[src/hdl/fetch_pkg.sv]
`default_nettype none

package fetch_pkg;

  // ~~~~~~~~~~~~~~~~~~~~~~~~~~~~~~~~~~~~~~~~
  // cache geometry
  // ~~~~~~~~~~~~~~~~~~~~~~~~~~~~~~~~~~~~~~~~

  localparam int offset_bits = 3;
  localparam int index_bits = 4;
  localparam int line_count = 2 ** index_bits;
  localparam int tag_bits = 32 - offset_bits - index_bits;
  localparam int line_bits = 64;

  // fetch starts here after reset
  localparam logic [31:0] reset_pc = 32'h3000_0000;

  // top address byte of the region that always goes to the bus
  localparam logic [7:0] uncached_region = 8'h0f;

  typedef enum logic [1:0] {
    refill_idle,
    refill_addr,
    refill_data
  } refill_state_t;

  // ~~~~~~~~~~~~~~~~~~~~~~~~~~~~~~~~~~~~~~~~
  // shared payloads
  // ~~~~~~~~~~~~~~~~~~~~~~~~~~~~~~~~~~~~~~~~

  // data holds the lower word in bits 31:0 and the upper word in 63:32
  typedef struct packed {
    logic                 valid;
    logic [tag_bits-1:0]  tag;
    logic [line_bits-1:0] data;
  } cache_line_t;

  typedef struct packed {
    logic [31:0] pc;
    logic        cacheable;
  } miss_req_t;

  typedef struct packed {
    logic [31:0] pc;
    logic [31:0] inst;
  } refill_resp_t;

  typedef struct packed {
    logic [31:0] pc;
    logic [31:0] inst;
  } fetch_out_t;

endpackage

`default_nettype wire

[src/hdl/icache_array.sv]
`timescale 1ns/1ns
`default_nettype none

module icache_array (
  input  logic                                clock,
  input  logic                                reset,
  input  logic                                flush,
  input  logic [fetch_pkg::index_bits-1:0]    read_index,
  output fetch_pkg::cache_line_t              read_line,
  input  logic                                line_write,
  input  logic [fetch_pkg::index_bits-1:0]    line_index,
  input  fetch_pkg::cache_line_t              write_line
);

  fetch_pkg::cache_line_t lines [fetch_pkg::line_count];

  // lookup sees the line for its pc in the same cycle
  assign read_line = lines[read_index];

  // ~~~~~~~~~~~~~~~~~~~~~~~~~~~~~~~~~~~~~~~~
  // line storage
  // ~~~~~~~~~~~~~~~~~~~~~~~~~~~~~~~~~~~~~~~~

  // a flush in the same cycle as a write leaves every line invalid
  always_ff @(posedge clock) begin
    if (reset || flush) begin
      for (int i = 0; i < fetch_pkg::line_count; i++) begin
        lines[i].valid <= 1'b0;
      end
    end else if (line_write) begin
      lines[line_index] <= write_line;
    end
  end

endmodule

`default_nettype wire

[src/hdl/fetch_lookup.sv]
`timescale 1ns/1ns
`default_nettype none

module fetch_lookup (
  input  logic                                clock,
  input  logic                                reset,
  input  logic                                redirect,
  input  logic [31:0]                         redirect_pc,
  output logic [fetch_pkg::index_bits-1:0]    read_index,
  input  fetch_pkg::cache_line_t              read_line,
  output logic                                miss_valid,
  input  logic                                miss_ready,
  output fetch_pkg::miss_req_t                miss_req,
  input  logic                                resp_valid,
  input  fetch_pkg::refill_resp_t             resp,
  output logic                                out_valid,
  input  logic                                out_ready,
  output fetch_pkg::fetch_out_t               fetch_out
);

  logic [31:0] pc;
  logic        waiting;
  logic        cacheable;
  logic        hit;
  logic        can_issue;

  assign read_index = pc[fetch_pkg::offset_bits +: fetch_pkg::index_bits];

  assign cacheable = pc[31:24] != fetch_pkg::uncached_region;

  // the uncached region never hits, whatever the array holds
  assign hit = cacheable && read_line.valid &&
               read_line.tag == pc[31 -: fetch_pkg::tag_bits];

  // the output register is free this cycle
  assign can_issue = !out_valid || out_ready;

  // ~~~~~~~~~~~~~~~~~~~~~~~~~~~~~~~~~~~~~~~~
  // pc, output register and miss hand-off
  // ~~~~~~~~~~~~~~~~~~~~~~~~~~~~~~~~~~~~~~~~

  always_ff @(posedge clock) begin
    if (reset) begin
      pc <= fetch_pkg::reset_pc;
      out_valid <= 1'b0;
      miss_valid <= 1'b0;
      waiting <= 1'b0;
    end else begin
      if (miss_valid && miss_ready) begin
        miss_valid <= 1'b0;
      end

      if (redirect) begin
        // refill drops its own result, so nothing is awaited any more
        pc <= redirect_pc;
        out_valid <= 1'b0;
        waiting <= 1'b0;
      end else if (waiting) begin
        if (resp_valid) begin
          fetch_out.pc <= resp.pc;
          fetch_out.inst <= resp.inst;
          out_valid <= 1'b1;
          pc <= pc + 32'd4;
          waiting <= 1'b0;
        end
      end else if (!miss_valid) begin
        if (out_valid && out_ready) begin
          out_valid <= 1'b0;
        end
        if (can_issue) begin
          if (hit) begin
            fetch_out.pc <= pc;
            fetch_out.inst <= pc[2] ? read_line.data[63:32] : read_line.data[31:0];
            out_valid <= 1'b1;
            pc <= pc + 32'd4;
          end else if (miss_ready) begin
            // refill is idle, so this request is taken on the next cycle
            miss_valid <= 1'b1;
            miss_req.pc <= pc;
            miss_req.cacheable <= cacheable;
            waiting <= 1'b1;
          end
        end
      end
    end
  end

endmodule

`default_nettype wire

[src/hdl/line_refill.sv]
`timescale 1ns/1ns
`default_nettype none

module line_refill (
  input  logic                                clock,
  input  logic                                reset,
  input  logic                                redirect,
  input  logic                                miss_valid,
  output logic                                miss_ready,
  input  fetch_pkg::miss_req_t                miss_req,
  output logic [31:0]                         araddr,
  output logic                                arvalid,
  input  logic                                arready,
  input  logic [31:0]                         rdata,
  input  logic                                rvalid,
  input  logic                                rlast,
  output logic                                rready,
  output logic                                line_write,
  output logic [fetch_pkg::index_bits-1:0]    line_index,
  output fetch_pkg::cache_line_t              write_line,
  output logic                                resp_valid,
  output fetch_pkg::refill_resp_t             resp
);

  fetch_pkg::refill_state_t state;
  fetch_pkg::miss_req_t     req;
  logic [31:0]              word0;
  logic [31:0]              word1;
  logic                     discard;
  logic                     keep;

  assign miss_ready = state == fetch_pkg::refill_idle;

  // the burst always starts at the line base
  assign araddr = {req.pc[31:fetch_pkg::offset_bits], {fetch_pkg::offset_bits{1'b0}}};

  assign line_index = req.pc[fetch_pkg::offset_bits +: fetch_pkg::index_bits];
  assign write_line.valid = 1'b1;
  assign write_line.tag = req.pc[31 -: fetch_pkg::tag_bits];
  assign write_line.data = {word1, word0};

  assign resp.pc = req.pc;
  assign resp.inst = req.pc[2] ? word1 : word0;

  // a redirect in the last beat's cycle also drops the result
  assign keep = !discard && !redirect;

  // ~~~~~~~~~~~~~~~~~~~~~~~~~~~~~~~~~~~~~~~~
  // burst control
  // ~~~~~~~~~~~~~~~~~~~~~~~~~~~~~~~~~~~~~~~~

  always_ff @(posedge clock) begin
    if (reset) begin
      state <= fetch_pkg::refill_idle;
      arvalid <= 1'b0;
      rready <= 1'b0;
      line_write <= 1'b0;
      resp_valid <= 1'b0;
      discard <= 1'b0;
    end else begin
      line_write <= 1'b0;
      resp_valid <= 1'b0;
      case (state)
        fetch_pkg::refill_idle: begin
          if (miss_valid) begin
            arvalid <= 1'b1;
            discard <= redirect;
            state <= fetch_pkg::refill_addr;
          end
        end
        fetch_pkg::refill_addr: begin
          if (redirect) begin
            discard <= 1'b1;
          end
          if (arready) begin
            arvalid <= 1'b0;
            rready <= 1'b1;
            state <= fetch_pkg::refill_data;
          end
        end
        fetch_pkg::refill_data: begin
          if (redirect) begin
            discard <= 1'b1;
          end
          if (rvalid && rlast) begin
            rready <= 1'b0;
            resp_valid <= keep;
            line_write <= keep && req.cacheable;
            state <= fetch_pkg::refill_idle;
          end
        end
        default: state <= fetch_pkg::refill_idle;
      endcase
    end
  end

  // request and beat payloads
  always_ff @(posedge clock) begin
    if (miss_valid && miss_ready) begin
      req <= miss_req;
    end
    if (state == fetch_pkg::refill_data && rvalid) begin
      if (rlast) begin
        word1 <= rdata;
      end else begin
        word0 <= rdata;
      end
    end
  end

endmodule

`default_nettype wire

[src/hdl/fetch_unit.sv]
`timescale 1ns/1ns
`default_nettype none

module fetch_unit (
  input  logic                  clock,
  input  logic                  reset,
  input  logic                  redirect,
  input  logic [31:0]           redirect_pc,
  input  logic                  flush,
  output logic [31:0]           araddr,
  output logic                  arvalid,
  input  logic                  arready,
  input  logic [31:0]           rdata,
  input  logic                  rvalid,
  input  logic                  rlast,
  output logic                  rready,
  output logic                  out_valid,
  input  logic                  out_ready,
  output fetch_pkg::fetch_out_t fetch_out
);

  logic [fetch_pkg::index_bits-1:0] read_index;
  fetch_pkg::cache_line_t           read_line;
  logic                             miss_valid;
  logic                             miss_ready;
  fetch_pkg::miss_req_t             miss_req;
  logic                             resp_valid;
  fetch_pkg::refill_resp_t          resp;
  logic                             line_write;
  logic [fetch_pkg::index_bits-1:0] line_index;
  fetch_pkg::cache_line_t           write_line;

  fetch_lookup lookup_inst (
    .clock       (clock),
    .reset       (reset),
    .redirect    (redirect),
    .redirect_pc (redirect_pc),
    .read_index  (read_index),
    .read_line   (read_line),
    .miss_valid  (miss_valid),
    .miss_ready  (miss_ready),
    .miss_req    (miss_req),
    .resp_valid  (resp_valid),
    .resp        (resp),
    .out_valid   (out_valid),
    .out_ready   (out_ready),
    .fetch_out   (fetch_out)
  );

  line_refill refill_inst (
    .clock      (clock),
    .reset      (reset),
    .redirect   (redirect),
    .miss_valid (miss_valid),
    .miss_ready (miss_ready),
    .miss_req   (miss_req),
    .araddr     (araddr),
    .arvalid    (arvalid),
    .arready    (arready),
    .rdata      (rdata),
    .rvalid     (rvalid),
    .rlast      (rlast),
    .rready     (rready),
    .line_write (line_write),
    .line_index (line_index),
    .write_line (write_line),
    .resp_valid (resp_valid),
    .resp       (resp)
  );

  icache_array array_inst (
    .clock      (clock),
    .reset      (reset),
    .flush      (flush),
    .read_index (read_index),
    .read_line  (read_line),
    .line_write (line_write),
    .line_index (line_index),
    .write_line (write_line)
  );

endmodule

`default_nettype wire

[config.mk]
export PLATFORM = sky130hd
export DESIGN_NAME = fetch_unit
export DESIGN_NICKNAME = d
export VERILOG_FILES = /design/src/hdl/fetch_pkg.sv /design/src/hdl/icache_array.sv /design/src/hdl/fetch_lookup.sv /design/src/hdl/line_refill.sv /design/src/hdl/fetch_unit.sv
export SDC_FILE = /design/constraint.sdc
export NUM_CORES = 1
export LEC_CHECK = 0
export BUFFER_PORTS_ARGS = -buffer_cell sky130_fd_sc_hd__buf_2
export CAP_MARGIN = 25
export CORE_AREA = 2 2 363 365
export CTS_BUF_LIST = sky130_fd_sc_hd__clkbuf_8
export CTS_CLUSTER_DIAMETER = 150
export DETAILED_ROUTE_END_ITERATION = 6
export DIE_AREA = 0 0 365 367
export PLACE_DENSITY = 0.64
export SLEW_MARGIN = 20
export SYNTH_ARGS = -nofsm -noshare
export SYNTH_HDL_FRONTEND = slang
export SYNTH_SLANG_ARGS = --single-unit
[constraint.sdc]
create_clock -name clock -period 24.5 [get_ports clock]
set_input_delay 6.125 -clock clock [delete_from_list [all_inputs] [get_ports clock]]
set_output_delay 6.125 -clock clock [all_outputs]
set_load 0.005 [all_outputs]
# == Word level (Yosys, flattened, before mapping) ==
# Memory sizes are Yosys's and may differ from the RTL's. A register that Yosys moved wholly into a read port is not among the register bits.
# Cells that the tools add are included.
# word_totals
inputBits,72
memories,1
romBits,0
latchBits,0
regBits,236
mem_bits_rw,1440
# op_classes
n_addsub,1
multipliers,0
reduce_logical,35
n_bitwise,8
n_lt_le_gt_ge,0
n_mux,55
n_shift,0
n_div,0
eq_ne,12
# mem_list
name,depth,width,read_ports,rd_ports_with_merged_regs,write_ports,line_no,source
array_inst.lines,16,90,1,1,16,icache_array.sv:15,fetch_pkg::cache_line_t lines [fetch_pkg::line_count];
# op_table
cell,count
$mux W64,5
$mux W32,8
$mux W90,1
$reduce_or A90 Y1,1
$add A32 B3 Y32 const B,1
$mux W1,30
$eq A25 B25 Y1,1
$mux W4,3
$reduce_and A3 Y1,4
$reduce_bool A2 Y1,5
$logic_and A1 B1 Y1,8
$mux W2,4
$ne A8 B4 Y1 const B,1
$not A1 Y1,8
$reduce_and A7 Y1,1
$ne A2 B1 Y1 const B,3
$ne A2 B2 Y1 const B,3
$pmux W1 S2,3
$pmux W2 S3,1
$reduce_and A2 Y1,3
$reduce_and A6 Y1,1
$reduce_bool A3 Y1,2
$reduce_and A4 Y1,1
$reduce_or A2 Y1,2
other kinds (8),11

# == Longest topological paths before layout ==
# Gate-level depths: netlist of run 1.
# depth
ltp_word,10
ltp_mapped,15
ltp_nobuf,10

# == Modules after synthesis ==
# From an unflattened synthesis of run 1, not the netlist that was laid out.
# unflattened
cells_unflattened,3067
area_unflattened_um2,64829.7
# modules_own_cells
module,area_per_inst_um2,n_inst,cells_per_inst
icache_array,54001.8,1,2262
fetch_lookup,6286.0,1,531
line_refill,4541.9,1,274

# == Least setup slack after synthesis of run 1 ==
# No wires, ideal clock.
# synth_path
path_kind,input to register
from,input port reset
to,"memory array_inst.lines[0][0] (netlist name), enable pin"
arrival_time_ns,13.209
slack_ns,10.643
stages,5
cell_sequence,clkbuf_1 nor2_1 nand2_1 or3_1 nor3_1
# synth_rtl
item,line_no,source
from (decl),fetch_unit.sv:6,"input logic reset,"
to (decl),icache_array.sv:15,

==> results.txt, run 1 <==
The post-CTS resize count was 0; the number of enable-type register cells in the synthesized netlist was 1618. The routed wirelength normalized by instance count is 28.59 um. The tools report the last weighted congestion value of the routability-driven placer as 0.8542. For the minimum setup slack in the final design, the log shows 15.41 ns. The width of the die is 365 um, and the initial antenna violation count is 9.

Starting density of the core: 0.4953. The tools report the final routed DRC violation total as 0. Counting the buffers created by CTS gives 286. The achievable clock frequency is 110.1 MHz, and the maximum number of pins on one net before global-route repair is 152. By area the synthesized netlist is led by sky130_fd_sc_hd__edfxtp_1 (75%), sky130_fd_sc_hd__mux4_2 (14%), sky130_fd_sc_hd__dfxtp_1 (1.9%). The number of iterations in the first detailed-routing pass was 6; the hold violation total from the final report was 0. Counting every instance in the synthesized netlist gives 2950.

The async set-or-reset flop fraction in the synthesized netlist is 0, and the number of setup buffers added after CTS is 0. The logs give 0 for the number of maximum-capacitance constraint violations and 171 for the I/O pin total. The tools report the worst slack at placement as 14.45 ns. For the total setup violations reported at the end of the flow, the log shows 0.

Data on the critical path is required at its endpoint by 25.06 ns. The run gives 9.64 ns as the endpoint arrival time on the critical path. For the placeable core area, the log shows 130500 um2. The largest vdd supply drop came out at 0.00005614 V. The design draws 5733 uW. Using the TritonRoute via totals, the vias-per-cell ratio works out to 6.006. Input and output buffers added on the ports amount to 167. In this run the cell area measured after placement is 67500 um2. For the H-tree depth reported by CTS, the log shows 5. Top flip-flop cell by instance count after synthesis: sky130_fd_sc_hd__edfxtp_1. The routed design could run at a clock period as short as 9.086 ns. The logs give 149.6 mm for the total wirelength of the detailed-routed design and 64620 um2 for the post-synthesis cell area. Detailed placement finished with a half-perimeter wire length of 82.22 mm. The portion of synthesized cell area occupied by the leading cell type was 0.7519.

The area overhead of the layout relative to synthesis was 12.24%; the via total after detailed routing was 31436. The run gives 0 ns as the setup TNS. The most common cell in the netlist was sky130_fd_sc_hd__edfxtp_1. Global-route usage over all layers: 0.2263. The number of global-route vias before repair came out at 32507.

The dominant cell type by area after synthesis is sky130_fd_sc_hd__edfxtp_1. In this run the remaining antenna-violating nets after routing total 0. The transition time at the pin with the least slew margin came out at 1.243 ns.

The tools report the global-route wire length before repair as 219.4 mm. The initialized floorplan defines 133 standard-cell rows. In the synthesized netlist, the cells that appear most often are sky130_fd_sc_hd__edfxtp_1 (1618), sky130_fd_sc_hd__mux4_2 (405), sky130_fd_sc_hd__mux2i_1 (100), sky130_fd_sc_hd__clkbuf_1 (77), sky130_fd_sc_hd__nor2_1 (65).

The worst-path maximum fanout came out at 45. The fraction of final layout cells sized beyond drive strength 1 was 0.2983. The normalized max-slew margin was 0.1715; the portion of the clock cycle consumed by the worst path in the final layout was 0.3708. For the area enclosed by the die boundary, the log shows 134000 um2. The type of the most critical hold path was reg2reg.

The die is 367 um tall. The tree is rooted in a sky130_fd_sc_hd__clkbuf_8. The summed area of non-filler cells in the final layout is 72530 um2. The maximum clock insertion buffer count was 4.

The count of pins over their slew limit is 0. The logs give 0.99 ns for the latest clock arrival within the worst-skew pair and 3155 for the count of routing violations after the opening detailed-route iteration. The tools report the number of sinks on the clock net as 1680. STA classifies the critical path startpoint as a primary input.

The tools report the register area share after synthesis as 0.7711. By startpoint and endpoint, the worst setup path is classified as in2reg. The mean instance size in the synthesized netlist came out at 21.91 um2. Clock skew on the completed layout was measured at 0.06386 ns.

Setup repair after global routing left no endpoint under its margin. Yosys mapped the design onto 62 distinct sky130hd cell types. The worst setup path is captured at a flip-flop. The number of storage elements in the synthesis netlist is 1680. The number of hold buffers added after CTS was 0. For this design the ratio of total power to cell area is 79.04 nW/um2.

The clock input transition at the sequential cells of the worst setup and hold paths is 0.06 ns. The run gives 3372 as the final-stage net count. The tools report the leakage component of the power as 0.02314 uW. The run finished with clean final reports. The Yosys step of the flow raised 0 warnings.

TritonCTS built the clock tree. After global routing the overflow that remains totals 0.
-- path summary, 6_finish.rpt --
path	cells past startpoint	to	slack (ns)	startpoint
hold / removal	0	refill_inst.araddr[16]$_DFFE_PP_	0.41	lookup_inst.miss_req[17]$_DFFE_PP_
setup reg to reg	12	lookup_inst.fetch_out[15]$_DFFE_PP_	18.49	flip-flop
setup / recovery	9	array_inst.lines[11][13]$_DFFE_PP_	15.41	reset
hold reg to reg	0	refill_inst.araddr[16]$_DFFE_PP_	0.41	lookup_inst.miss_req[17]$_DFFE_PP_
-- flip-flops by register name, summed over array words and instances, names as in the netlist, named ones only --
register / flops
array_inst.lines: 1440
lookup_inst.fetch_out: 64
lookup_inst.miss_req: 33
lookup_inst.pc: 32
refill_inst.word0: 32
refill_inst.word1: 32
refill_inst.araddr: 29
refill_inst.resp: 3
refill_inst.state: 2
lookup_inst.miss_valid: 1
lookup_inst.out_valid: 1
lookup_inst.waiting: 1
refill_inst.arvalid: 1
refill_inst.discard: 1
refill_inst.line_write: 1
refill_inst.req: 1
refill_inst.resp_valid: 1
refill_inst.rready: 1
-- kinds of logic after synthesis --
logic type	after synthesis	synth area share
flops	1680	0.7711
fa+ha+maj	5	0.0009681
other cells	1	0.00005803
xor+xnor	33	0.004473
compound gates	215	0.02345
mux	534	0.1617
buf+inv	206	0.01564
simple gates	276	0.02263
-- worst max-delay path, cell delays in order --
cell	delay (ns)
sky130_fd_sc_hd__buf_2	0.37
sky130_fd_sc_hd__nor2_1	0.30
sky130_fd_sc_hd__buf_4	0.28
sky130_fd_sc_hd__nand2_1	0.13
sky130_fd_sc_hd__nor2_1	0.12
sky130_fd_sc_hd__nand2_1	0.23
sky130_fd_sc_hd__nor2_4	0.68
sky130_fd_sc_hd__buf_4	0.62
sky130_fd_sc_hd__buf_4	0.73
-- cell usage in the layout, fill, tap and decap left out, types with 27 or more instances in the layout --
master / synthesis / routed
sky130_fd_sc_hd__mux2_2: 29 / 29
sky130_fd_sc_hd__clkinv_1: 2 / 55
sky130_fd_sc_hd__nor2_1: 65 / 51
sky130_fd_sc_hd__a21oi_1: 48 / 48
sky130_fd_sc_hd__mux4_2: 405 / 405
sky130_fd_sc_hd__nand2_1: 56 / 56
sky130_fd_sc_hd__clkbuf_8: 0 / 297
sky130_fd_sc_hd__buf_4: 42 / 61
sky130_fd_sc_hd__edfxtp_1: 1618 / 1618
sky130_fd_sc_hd__buf_2: 16 / 167
sky130_fd_sc_hd__dfxtp_1: 62 / 56
sky130_fd_sc_hd__inv_1: 19 / 107
sky130_fd_sc_hd__xnor2_1: 27 / 27
sky130_fd_sc_hd__mux2i_1: 100 / 100
sky130_fd_sc_hd__a211oi_1: 46 / 46
sky130_fd_sc_hd__nor2b_1: 45 / 45
-- final cells by class --
cell class                 instances  area (um2)
fill                            9752       57930
sequential                      1680       49850
multi-input combinational       1066       13920
clock buffer                     297        4088
tap                             1755        2196
timing repair buffer             240        1593
clock inverter                   172       802.0
inverter                          21       78.83
antenna                            3       7.507
-- per-stage QoR --
| step | cells | utilization | hold slack (ns) |
|---|---|---|---|
| after floorplan | 2952 | - | 0.4003 |
| after global placement | 4752 | 0.5163 | 0.4006 |
| after detailed placement | 4757 | 0.5173 | 0.4045 |
| after CTS | 5226 | 0.5548 | 0.4147 |
| after global routing | 5234 | 0.5559 | 0.4215 |
| final | 5234 | 0.5559 | 0.4051 |
-- routing by layer --
| metal | part of all wire | GRT usage | vias up | wire, um |
|---|---|---|---|---|
| met1 | 0.41 | 0.3198 | 16754 | 61760 |
| met2 | 0.49 | 0.3614 | 1409 | 73150 |
| li1 | - | - | 13031 | - |
| met3 | 0.079 | 0.04858 | 240 | 11860 |
| met4 | 0.019 | 0.05912 | 2 | 2844 |
| met5 | 0.000080 | 0 | - | 12 |
-- power by group --
part | leakage (uW) | internal [uW] | switching (uW)
clock network | 0.00283 | 1150 | 1060
logic | 0.00524 | 142 | 163
registers | 0.0151 | 3160 | 52.7
total | 0.0231 | 4450 | 1280
No activity file was read; power rests on OpenSTA's default activity.
==> run 2, diff against run 1 <==
==> constraint.sdc (replaced) <==
create_clock -name clock -period 8.8 [get_ports clock]
set_input_delay 2.2 -clock clock [delete_from_list [all_inputs] [get_ports clock]]
set_output_delay 2.2 -clock clock [all_outputs]
set_load 0.005 [all_outputs]
==> run 2 against run 1 <==
Against the previous run:
- core utilization barely moved
- critical path depth up 1
- clock skew increased by 0.0071 ns
- global-route usage is 0.23 points higher
- hold slack gained 0.0071 ns
- non-clock buffer count fell by 12
- total power rose to 2.8 times the previous value
- final cell count barely moved
- worst setup slack worse by 12 ns
- critical path type is now reg2reg
- largest cell class unchanged
==> results.txt, run 2 (synthesized netlist as in run 1, its figures left out) <==
The logs give 1680 (unchanged) for the number of sinks on the clock net and 0.3307 (+0.1592) for the normalized max-slew margin. The area overhead of the layout relative to synthesis came out at 12.26% (about the same). The worst-path maximum fanout was 48 (+6.7%). The via count normalized by instance count was 5.978 (-0.47%); the count of placed standard cells including taps was 4747 (-0.21%). Total setup violations reported at the end of the flow: 0 (unchanged). The fraction of final layout cells sized beyond drive strength 1 works out to 0.2978 (-0.0004897).

Total wirelength of the detailed-routed design: 150.5 mm (+0.60%). The global-route usage over all layers was 0.2286 (+0.002273). For the final routed DRC violation total, the log shows 0 (unchanged).

The tools report the hold violation total from the final report as 0 (unchanged). The clock period could shrink to 5.296 ns. The summed area of non-filler cells in the final layout was 72540 um2 (about the same); the flip-flop count of the largest register, all copies and words added was 1440 (unchanged). Placeable core area: 130500 um2 (unchanged).

The setup TNS came out at 0 ns (unchanged). Setup repair after global routing left no endpoint under its margin. For the final instance count without filler cells, the log shows 5233 (-0.019%). The I/O pin total is 171 (unchanged), and the count of nets left with antenna violations after detail routing is 0 (unchanged).

The leakage component of the power is 0.02310 uW (-0.16%), and the clock skew is 0.07092 ns (+0.007059 ns). The initial antenna violation count was 9 (unchanged); the transition time at the pin with the least slew margin was 1.002 ns (-0.2412 ns). The cell area power density was 220.2 nW/um2 (+180%).

The type of the most critical hold path is reg2reg. The global-route wire length before repair is 220.9 mm (+0.67%), and the H-tree depth reported by CTS is 5 (unchanged). The worst setup path is of the reg2reg kind.

The register with the most flip-flops in the final layout is array_inst.lines. Derived from the worst setup path, the maximum achievable clock frequency is 188.8 MHz. The endpoint arrival time on the critical path is 6.12 ns (-3.52 ns), and the number of maximum-capacitance constraint violations is 0 (unchanged). The number of setup buffers added after CTS is 0 (unchanged).

The number of hold buffers added after cts is 0 (unchanged), and the port buffer count is 167 (unchanged). The largest vdd supply drop was 0.0001405 V (+150%); the post-CTS resize count was 0 (unchanged). The library cell used most frequently in the layout, excluding fill and tap cells, is sky130_fd_sc_hd__edfxtp_1. In the layout the commonest cells are sky130_fd_sc_hd__edfxtp_1 (1618), sky130_fd_sc_hd__mux4_2 (405), sky130_fd_sc_hd__clkbuf_8 (302), sky130_fd_sc_hd__buf_2 (167), sky130_fd_sc_hd__mux2i_1 (100). In the final layout, the registers with the most flip-flops are array_inst.lines x1440, lookup_inst.fetch_out x64, lookup_inst.miss_req x33. The tools report the kind of end point of the critical path as a flip-flop.

The final-stage net count was 3362 (-0.30%). TritonCTS built the clock tree. The run gives 0.4953 (unchanged) as the starting density of the core. The run gives 133 (unchanged) as the number of placement rows. The width of the die works out to 365 um (unchanged).

The routed wirelength normalized by instance count is 28.77 um (+0.62%), and the y dimension of the die is 367 um (unchanged). The critical path data required time was 9.63 ns (-15.43 ns). The worst setup path is launched from a flip-flop. For the total clock buffers created by CTS, the log shows 288 (+0.70%).

The run gives 0.4122 ns (+0.007124 ns) as the post-route worst hold slack. The run finished with clean final reports. The portion of the clock cycle consumed by the worst path in the final layout was 0.6018. The last weighted congestion value of the routability-driven placer was 0.8048 (-5.8%); the cell area after placement was 67510 um2 (about the same).

The maximum number of pins on one net before global-route repair came out at 121 (-20%). The half-perimeter wire length of the detailed placement result came out at 82.01 mm (-0.25%). The logs give 3369 (+6.8%) for the count of routing violations after the opening detailed-route iteration and 0 (unchanged) for the sum of overflow across all layers after global routing.

The number of iterations in the first detailed-routing pass was 6 (unchanged); the filler cell count was 9753 (+0.010%). The maximum clock insertion buffer count is 4 (unchanged). The count of pins over their slew limit is 0 (unchanged).

The clock input transition at the sequential cells of the worst setup and hold paths came out at 0.06 ns (about the same). The area enclosed by the die boundary was 134000 um2 (unchanged); the latest clock arrival within the worst-skew pair was 0.99 ns (about the same). The via total after detailed routing came out at 31283 (-0.49%). The clock root buffer was sky130_fd_sc_hd__clkbuf_8. The run gives 33032 (+1.6%) as the number of global-route vias before repair. The final cell utilization of the core came out at 0.5560 (about the same).
run 2: stage by stage:
stage                     setup WS, ns  power (uW)
after floorplan                  1.278        9633
after global placement           2.515        9926
after detailed placement         3.168        9939
after CTS                        3.457       16130
after global routing             3.187       16540
final                            3.504       15980
run 2: layout make-up:
cell class	count	area (um2)	area share
clock buffer	302	4156	0.05730
sequential	1680	49850	0.6872
antenna	3	7.507	0.0001035
timing repair buffer	228	1516	0.02090
inverter	21	78.83	0.001087
multi-input combinational	1066	13940	0.1922
tap	1755	2196	0.03027
clock inverter	178	797.0	0.01099
run 2: critical path, stage by stage (launching register included):
cell and delay (ns):
sky130_fd_sc_hd__dfxtp_4 0.80, sky130_fd_sc_hd__buf_4 0.75, sky130_fd_sc_hd__mux4_2 0.59, sky130_fd_sc_hd__mux4_2 0.49
sky130_fd_sc_hd__xnor2_1 0.30, sky130_fd_sc_hd__o2111ai_1 0.34, sky130_fd_sc_hd__nor3_4 0.35, sky130_fd_sc_hd__nand4_4 0.24
sky130_fd_sc_hd__nand2_1 0.60, sky130_fd_sc_hd__a311oi_1 0.19, sky130_fd_sc_hd__a2111oi_0 0.46
run 2: final timing paths:
kind                                            from                               end  slack, ns  depth (start not counted)
setup / recovery                           flip-flop   lookup_inst.pc[16]$_SDFFE_PP0P_       3.50                         10
hold / removal    lookup_inst.miss_req[17]$_DFFE_PP_  refill_inst.araddr[16]$_DFFE_PP_       0.41                          0
setup reg to reg                           flip-flop   lookup_inst.pc[16]$_SDFFE_PP0P_       3.50                         10
hold reg to reg   lookup_inst.miss_req[17]$_DFFE_PP_  refill_inst.araddr[16]$_DFFE_PP_       0.41                          0
run 2: per-layer routing:
metal  share of wire  global-route usage  wire [um]  up-vias
li1                -                   -          -    13023
met4           0.019             0.05999       2875        2
met3           0.077             0.05238      11580      230
met5        0.000053                   0          8        -
met1            0.41              0.3197      61740    16671
met2            0.49              0.3659      74330     1357
run 2: power breakdown:
group          switching [uW]  leakage [uW]  total (uW)  internal (uW)
Clock                    2970       0.00285        6210           3230
Sequential                153        0.0151        8940           8790
Combinational             442       0.00518         831            389
